<file path="config.mk">
export PLATFORM = sky130hd
export DESIGN_NAME = control_unit
export DESIGN_NICKNAME = d
export VERILOG_FILES = /design/src/cpu_pkg.sv /design/src/imm_arith_decoder.sv /design/src/control_unit.sv
export SDC_FILE = /design/constraint.sdc
export NUM_CORES = 1
export LEC_CHECK = 0
export CAP_MARGIN = 25
export CORE_MARGIN = 4
export CORE_UTILIZATION = 58
export DETAILED_ROUTE_END_ITERATION = 10
export DONT_BUFFER_PORTS = 1
export MAX_ROUTING_LAYER = met4
export PLACE_DENSITY = 0.74
export SYNTH_ARGS = -nofsm -noshare
export SYNTH_HDL_FRONTEND = slang
export SYNTH_SLANG_ARGS = --single-unit
</file>
<file path="constraint.sdc">
create_clock -name clk -period 8.3 [get_ports clk]
set_input_delay 1.245 -clock clk [delete_from_list [all_inputs] [get_ports clk]]
set_output_delay 1.245 -clock clk [all_outputs]
set_load 0.01 [all_outputs]
</file>
<file path="src/cpu_pkg.sv">
/* CPU shared types and constants */
package cpu_pkg;

    // Meaningful widths
    typedef logic [63:0] word_t;
    typedef logic [31:0] instr_t;
    typedef logic [4:0]  reg_addr_t;
    typedef logic [4:0]  alu_fs_t;
    typedef logic [1:0]  pc_fs_t;

    // Flags, bz is live from the ALU B operand
    typedef struct packed {
        logic v;
        logic c;
        logic n;
        logic z;
        logic bz;
    } status_t;

    typedef enum logic [1:0] {
        st_execute       = 2'b00,
        st_load_complete = 2'b01
    } state_t;

    // 33-bit control word, field order fixed
    typedef struct packed {
        logic      alu_enable;
        logic      alu_bs;
        alu_fs_t   alu_fs;
        logic      rf_b_enable;
        reg_addr_t register_sa;
        reg_addr_t register_sb;
        reg_addr_t register_wa;
        logic      register_w;
        logic      ram_enable;
        logic      ram_w;
        logic      pc_enable;
        pc_fs_t    pc_fs;
        logic      pc_input_select;
        logic      status_load;
        state_t    next_state;
    } ctrl_word_t;

    // ALU select in [4:2], invert B with carry in at [1], invert A at [0]
    localparam alu_fs_t alu_and = 5'b00000;
    localparam alu_fs_t alu_or  = 5'b00100;
    localparam alu_fs_t alu_add = 5'b01000;
    localparam alu_fs_t alu_sub = 5'b01010;
    localparam alu_fs_t alu_xor = 5'b01100;

    localparam pc_fs_t pc_hold = 2'b00;
    localparam pc_fs_t pc_inc  = 2'b01;
    localparam pc_fs_t pc_add  = 2'b10;
    localparam pc_fs_t pc_load = 2'b11;

    localparam reg_addr_t reg_zero = 5'd31;

    // Immediate class, bits 8 and 7 of instr[31:22] masked off
    localparam logic [9:0] op_imm_arith = 10'b1001000100;
    localparam logic [9:0] op_imm_mask  = 10'b1001111111;
    localparam int op_sub_bit  = 8;
    localparam int op_setf_bit = 7;

    // Register class, instr[31:22]
    localparam logic [9:0] op_add  = 10'b1000101100;
    localparam logic [9:0] op_adds = 10'b1010101100;
    localparam logic [9:0] op_sub  = 10'b1100101100;
    localparam logic [9:0] op_subs = 10'b1110101100;
    localparam logic [9:0] op_and  = 10'b1000101000;
    localparam logic [9:0] op_ands = 10'b1110101000;
    localparam logic [9:0] op_orr  = 10'b1010101000;
    localparam logic [9:0] op_eor  = 10'b1100101000;

    // Load and store, 9-bit unsigned byte offset in instr[20:12]
    localparam logic [9:0] op_ldur = 10'b1111100001;
    localparam logic [9:0] op_stur = 10'b1111100000;

    // Branches match the top 6 or 8 bits
    localparam logic [5:0] op_b     = 6'b000101;
    localparam logic [7:0] op_bcond = 8'b01010100;
    localparam logic [7:0] op_cbz   = 8'b10110100;
    localparam logic [7:0] op_cbnz  = 8'b10110101;

    localparam logic [3:0] cond_eq = 4'b0000;
    localparam logic [3:0] cond_ne = 4'b0001;
    localparam logic [3:0] cond_lt = 4'b1011;

endpackage

</file>
<file path="src/imm_arith_decoder.sv">
/* Immediate arithmetic decoder */
module imm_arith_decoder (
    input  cpu_pkg::instr_t     instr,
    output cpu_pkg::ctrl_word_t ctrl,
    output cpu_pkg::word_t      constant
);

    // Field split: opcode, imm12, Rn, Rd
    logic [9:0]         op;
    logic [11:0]        imm12;
    cpu_pkg::reg_addr_t rn;
    cpu_pkg::reg_addr_t rd;

    assign {op, imm12, rn, rd} = instr;

    // Zero-extended immediate
    assign constant = {52'd0, imm12};

    always_comb begin
        // ALU result onto the bus, B from the constant
        ctrl.alu_enable  = 1'b1;
        ctrl.alu_bs      = 1'b0;
        ctrl.alu_fs      = op[cpu_pkg::op_sub_bit] ? cpu_pkg::alu_sub : cpu_pkg::alu_add;
        ctrl.rf_b_enable = 1'b0;
        ctrl.register_sa = rn;
        ctrl.register_sb = '0;
        ctrl.register_wa = rd;
        ctrl.register_w  = 1'b1;
        // No memory traffic
        ctrl.ram_enable  = 1'b0;
        ctrl.ram_w       = 1'b0;
        // Step to the next instruction
        ctrl.pc_enable       = 1'b0;
        ctrl.pc_fs           = cpu_pkg::pc_inc;
        ctrl.pc_input_select = 1'b1;
        ctrl.status_load     = op[cpu_pkg::op_setf_bit];
        ctrl.next_state      = cpu_pkg::st_execute;
    end

endmodule

</file>
<file path="src/control_unit.sv">
/* Control unit */
module control_unit (
    input  logic                clk,
    input  logic                rst_n,
    input  cpu_pkg::instr_t     instr,
    input  cpu_pkg::status_t    status,
    output cpu_pkg::ctrl_word_t ctrl,
    output cpu_pkg::word_t      constant
);

    cpu_pkg::state_t     state_q;
    cpu_pkg::ctrl_word_t ctrl_imm;
    cpu_pkg::ctrl_word_t ctrl_dec;
    cpu_pkg::word_t      const_imm;
    cpu_pkg::word_t      const_dec;
    logic [9:0]          op;
    logic                imm_class;
    logic                cond_base;
    logic                cond_taken;

    assign op        = instr[31:22];
    assign imm_class = (op & cpu_pkg::op_imm_mask) == cpu_pkg::op_imm_arith;

    imm_arith_decoder u_imm (
        .instr    (instr),
        .ctrl     (ctrl_imm),
        .constant (const_imm)
    );

    // B.cond evaluation, low bit inverts except for always
    always_comb begin
        case (instr[3:1])
            3'b000:  cond_base = status.z;
            3'b001:  cond_base = status.c;
            3'b010:  cond_base = status.n;
            3'b011:  cond_base = status.v;
            3'b100:  cond_base = status.c && !status.z;
            3'b101:  cond_base = status.n == status.v;
            3'b110:  cond_base = (status.n == status.v) && !status.z;
            default: cond_base = 1'b1;
        endcase
        cond_taken = (instr[0] && instr[3:1] != 3'b111) ? !cond_base : cond_base;
    end

    always_comb begin
        // Default is a bus-idle step, PC on the bus
        ctrl_dec                 = '0;
        ctrl_dec.pc_enable       = 1'b1;
        ctrl_dec.pc_fs           = cpu_pkg::pc_inc;
        ctrl_dec.pc_input_select = 1'b1;
        ctrl_dec.next_state      = cpu_pkg::st_execute;
        const_dec                = '0;
        if (op == cpu_pkg::op_ldur || op == cpu_pkg::op_stur) begin
            // Address is Rn plus the byte offset
            const_dec            = {55'd0, instr[20:12]};
            ctrl_dec.alu_fs      = cpu_pkg::alu_add;
            ctrl_dec.register_sa = instr[9:5];
            ctrl_dec.register_sb = instr[4:0];
            ctrl_dec.pc_enable   = 1'b0;
            if (op == cpu_pkg::op_stur) begin
                // Rt rides the bus into the RAM
                ctrl_dec.rf_b_enable = 1'b1;
                ctrl_dec.ram_w       = 1'b1;
            end else if (state_q == cpu_pkg::st_execute) begin
                // RAM latches the address, PC waits
                ctrl_dec.alu_enable = 1'b1;
                ctrl_dec.pc_fs      = cpu_pkg::pc_hold;
                ctrl_dec.next_state = cpu_pkg::st_load_complete;
            end else begin
                ctrl_dec.ram_enable  = 1'b1;
                ctrl_dec.register_wa = instr[4:0];
                ctrl_dec.register_w  = 1'b1;
            end
        end else if (op[9:4] == cpu_pkg::op_b) begin
            const_dec      = {{36{instr[25]}}, instr[25:0], 2'b00};
            ctrl_dec.pc_fs = cpu_pkg::pc_add;
        end else if (op[9:2] == cpu_pkg::op_bcond) begin
            const_dec      = {{43{instr[23]}}, instr[23:5], 2'b00};
            ctrl_dec.pc_fs = cond_taken ? cpu_pkg::pc_add : cpu_pkg::pc_inc;
        end else if (op[9:2] == cpu_pkg::op_cbz || op[9:2] == cpu_pkg::op_cbnz) begin
            // Rt on the ALU B operand gives the live bz flag
            const_dec            = {{43{instr[23]}}, instr[23:5], 2'b00};
            ctrl_dec.alu_bs      = 1'b1;
            ctrl_dec.register_sb = instr[4:0];
            ctrl_dec.pc_fs       = (status.bz != op[2]) ? cpu_pkg::pc_add : cpu_pkg::pc_inc;
        end else begin
            // Register arithmetic, unknown opcodes stay a plain step
            ctrl_dec.alu_bs      = 1'b1;
            ctrl_dec.register_sa = instr[9:5];
            ctrl_dec.register_sb = instr[20:16];
            ctrl_dec.register_wa = instr[4:0];
            ctrl_dec.status_load = op == cpu_pkg::op_adds || op == cpu_pkg::op_subs ||
                                   op == cpu_pkg::op_ands;
            case (op)
                cpu_pkg::op_add, cpu_pkg::op_adds: ctrl_dec.alu_fs = cpu_pkg::alu_add;
                cpu_pkg::op_sub, cpu_pkg::op_subs: ctrl_dec.alu_fs = cpu_pkg::alu_sub;
                cpu_pkg::op_and, cpu_pkg::op_ands: ctrl_dec.alu_fs = cpu_pkg::alu_and;
                cpu_pkg::op_orr:                   ctrl_dec.alu_fs = cpu_pkg::alu_or;
                cpu_pkg::op_eor:                   ctrl_dec.alu_fs = cpu_pkg::alu_xor;
                default:                           ctrl_dec.alu_bs = 1'b0;
            endcase
            ctrl_dec.alu_enable = ctrl_dec.alu_bs;
            ctrl_dec.pc_enable  = !ctrl_dec.alu_bs;
            ctrl_dec.register_w = ctrl_dec.alu_bs;
        end
    end

    assign ctrl     = imm_class ? ctrl_imm : ctrl_dec;
    assign constant = imm_class ? const_imm : const_dec;

    always_ff @(posedge clk) begin
        if (!rst_n) begin
            state_q <= cpu_pkg::st_execute;
        end else begin
            state_q <= ctrl.next_state;
        end
    end

    // One bus driver per cycle across both decoders
    assert property (@(posedge clk) disable iff (!rst_n)
        $onehot({ctrl.alu_enable, ctrl.rf_b_enable, ctrl.ram_enable, ctrl.pc_enable}));

    // A load's second cycle reads RAM into the register file
    assert property (@(posedge clk) disable iff (!rst_n)
        (state_q == cpu_pkg::st_execute && ctrl.next_state == cpu_pkg::st_load_complete)
        |=> (ctrl.ram_enable && ctrl.register_w));

endmodule

</file>
==> metrics.json <==
{
  "outcome": "completed",
  "mappedNetlistArea_mm2": 0.00140,
  "crit_required_ps": 7050,
  "hpwl_um": 3270,
  "hold_viol": 0,
  "antenna_diode_count": 0,
  "maxSlewHeadroom_pct": 40.7,
  "synth.largest_area_cell": "buf_4",
  "drive_gt1_share_pct": 7.69,
  "grt_pass1_wl_um": 6080,
  "number_of_flip_flops_in_the_largest_register": 1,
  "route.vias.total": 1302,
  "gpl.final_weighted_congestion": 0.909,
  "synth-edff-count": 0,
  "synth_top_cells_by_area": "buf_4 (23%), mux2i_1 (11%), a22oi_1 (7.5%)",
  "critical_path.max_fanout": 25,
  "die_w_um": 57.1,
  "leakage_dissipation_uw": 0.000417,
  "ir_worst_vdd_mv": 0.0262,
  "pin_count": 136,
  "first_global_vias": 1230,
  "die_h_um": 57.1,
  "final_min_period_over_clock_period_pct": 54.5,
  "fp.dieArea_mm2": 0.00326,
  "yosys_most_used_dff": "dfxtp_1",
  "drv_slew": 0,
  "design_power_total_uw": 33.1,
  "row_count": 17,
  "reg2reg_from": "state_q[0]",
  "max_flop_register": "state_q",
  "ys_seq_area_share_pct": 1.43,
  "placed_cells_incl_taps": 183,
  "final_net_count": 197,
  "tns_ps": 0,
  "globalRouteOverflowTotal": 0,
  "syn-mean-instance-area_um2": 6.86,
  "initial_core_util_pct": 62.1,
  "hp-start": "state_q[0]",
  "fin_hold_ws_ps": 662,
  "clk_transition_reported_paths_ps": 0,
  "critPathCaptureType": "output pin",
  "antenna_left": 0,
  "worstSetupPathType": "primary input to output pin",
  "drc": 0,
  "number_of_antenna_violations_at_the_first_check_in_global_routing": 0,
  "cpPeakStageDelay_ps": 690,
  "final_cell_area_mm2": 0.00114,
  "min_clock_period_post_route_ps": 4520,
  "drv.max_cap_violation_count": 0,
  "grt_setup_unrepaired": "no",
  "fmax_mhz": 221,
  "number_of_distinct_library_cell_variants_in_the_gate_level_netlist_after_synthesis": 43,
  "synth_seq_cells": 1,
  "wl_per_cell_um": 22.2,
  "ys.warnings.count": 0,
  "groute.usage.overall_pct": 23.0,
  "cp_cell_sequence": "and3b_1, and3b_1, buf_16, nor2b_2, a21oi_1, nor2_4, buf_16",
  "pin_slew_with_the_least_headroom_to_its_limit_ps": 887,
  "worst_setup_sp": "instr[28]",
  "insertion_delay_ps": 0,
  "post_cts_resize_count": 0,
  "syn2layout_area_growth_pct": -18.7,
  "cts_setup_buffers": 0,
  "postSynthCellCount": 204,
  "first_iter_violations": 110,
  "power_density_mw_per_mm2": 29.0,
  "detail_route.vias_per_cell": 7.08,
  "synth-async-reset-ratio_pct": 0,
  "holdBufCountCts": 0,
  "biggestRegsByFlops": "state_q: 1 flops",
  "clock_skew_ps": 0,
  "fp.coreArea_mm2": 0.00225,
  "place_area_mm2": 0.00111,
  "portBuffers": 0,
  "fin_cells": 184,
  "routed_wirelength_um": 4080,
  "setup_viol": 0,
  "worstPathArrival_ps": 3280,
  "grt_max_degree": 27,
  "critPathLaunchType": "primary input",
  "cp_slowest_cell": "nor2_4",
  "first_pass_drt_iterations": 4,
  "min-delay-path-class": "register to register",
  "synth.top_cell.area_share_pct": 22.5
}
-- cell families after synthesis --
family | share of synthesized area, %
AOI/OAI and AO/OA | 26.5
and+or+nand+nor | 29.8
buffers and inverters | 27.5
muxes | 12.3
DFF | 1.43
xor gates and xnor gates | 1.88
other | 0.536
-- layer usage --
metal / vias to the layer above / share of wire [%] / GRT usage [%]
li1: 578 / - / -
met1: 614 / 36 / 25.9
met2: 95 / 48 / 39.6
met3: 15 / 13 / 5.88
met4: 0 / 2.8 / 7.28
met5: - / 0 / -
-- Yosys cell counts (2+ instances only) --
cell type,count
conb_1,2
o21ai_0,11
nor2_1,28
o21ai_1,4
nand3b_1,2
nand3_1,4
nand2b_1,3
mux2i_1,15
and4_1,2
xor2_1,2
a22o_1,3
buf_2,8
and3_1,2
nor2b_1,4
clkbuf_1,2
inv_1,3
and3b_1,2
a21oi_1,10
buf_4,42
nor3b_2,2
a22oi_1,14
and2_1,13
nand2_1,6
-- layout by cell type, fill, tap and decap left out, types with 2 or more instances in the layout --
master    instances
conb_1            4
and3b_1           2
a22o_1            3
xor2_1            2
o21ai_1           4
nand3b_1          2
nor2_1           27
nor2b_1           4
and4_1            2
and3_1            2
a21oi_1          10
nand3_1           4
nand2_1           6
inv_1             3
o21ai_0          11
mux2i_1          15
nor3b_2           2
a22oi_1          14
and2_1           13
buf_16            2
nand2b_1          3
-- final timing paths --
check,end,slack [ps],cells past startpoint
worst max-delay path,constant[32],3780,7
worst min-delay path,state_q[0],660,2
worst max register to register,state_q[0],7320,2
worst min register to register,state_q[0],660,2
-- layout make-up --
cell class,count,area [um2]
fill,240,1120
inverter,3,11.3
tap,28,35.0
multi-input combinational,149,1010
sequential,1,20.0
timing repair buffer,3,62.6
-- power breakdown --
part	leakage [uW]	switching (uW)	internal, uW	total, uW
clock network	0	0	0	0
registers	0.00000805	0.00242	4.91	4.91
logic	0.000409	17.2	10.9	28.2
total	0.000417	17.2	15.9	33.1
-- critical path: cells and delay by family --
family          cells  cell delay [ps]
compound gates      1              120
buf+inv             2              530
simple gates        4             1370
-- through the flow --
stage | setup WS [ps] | util, %
after floorplan | 3270 | -
after global placement | 3430 | 49.3
after detailed placement | 3360 | 49.3
after CTS | 3350 | 49.3
after global routing | 3640 | 50.5
final | 3780 | 50.5
No activity file was read; power rests on OpenSTA's default activity.
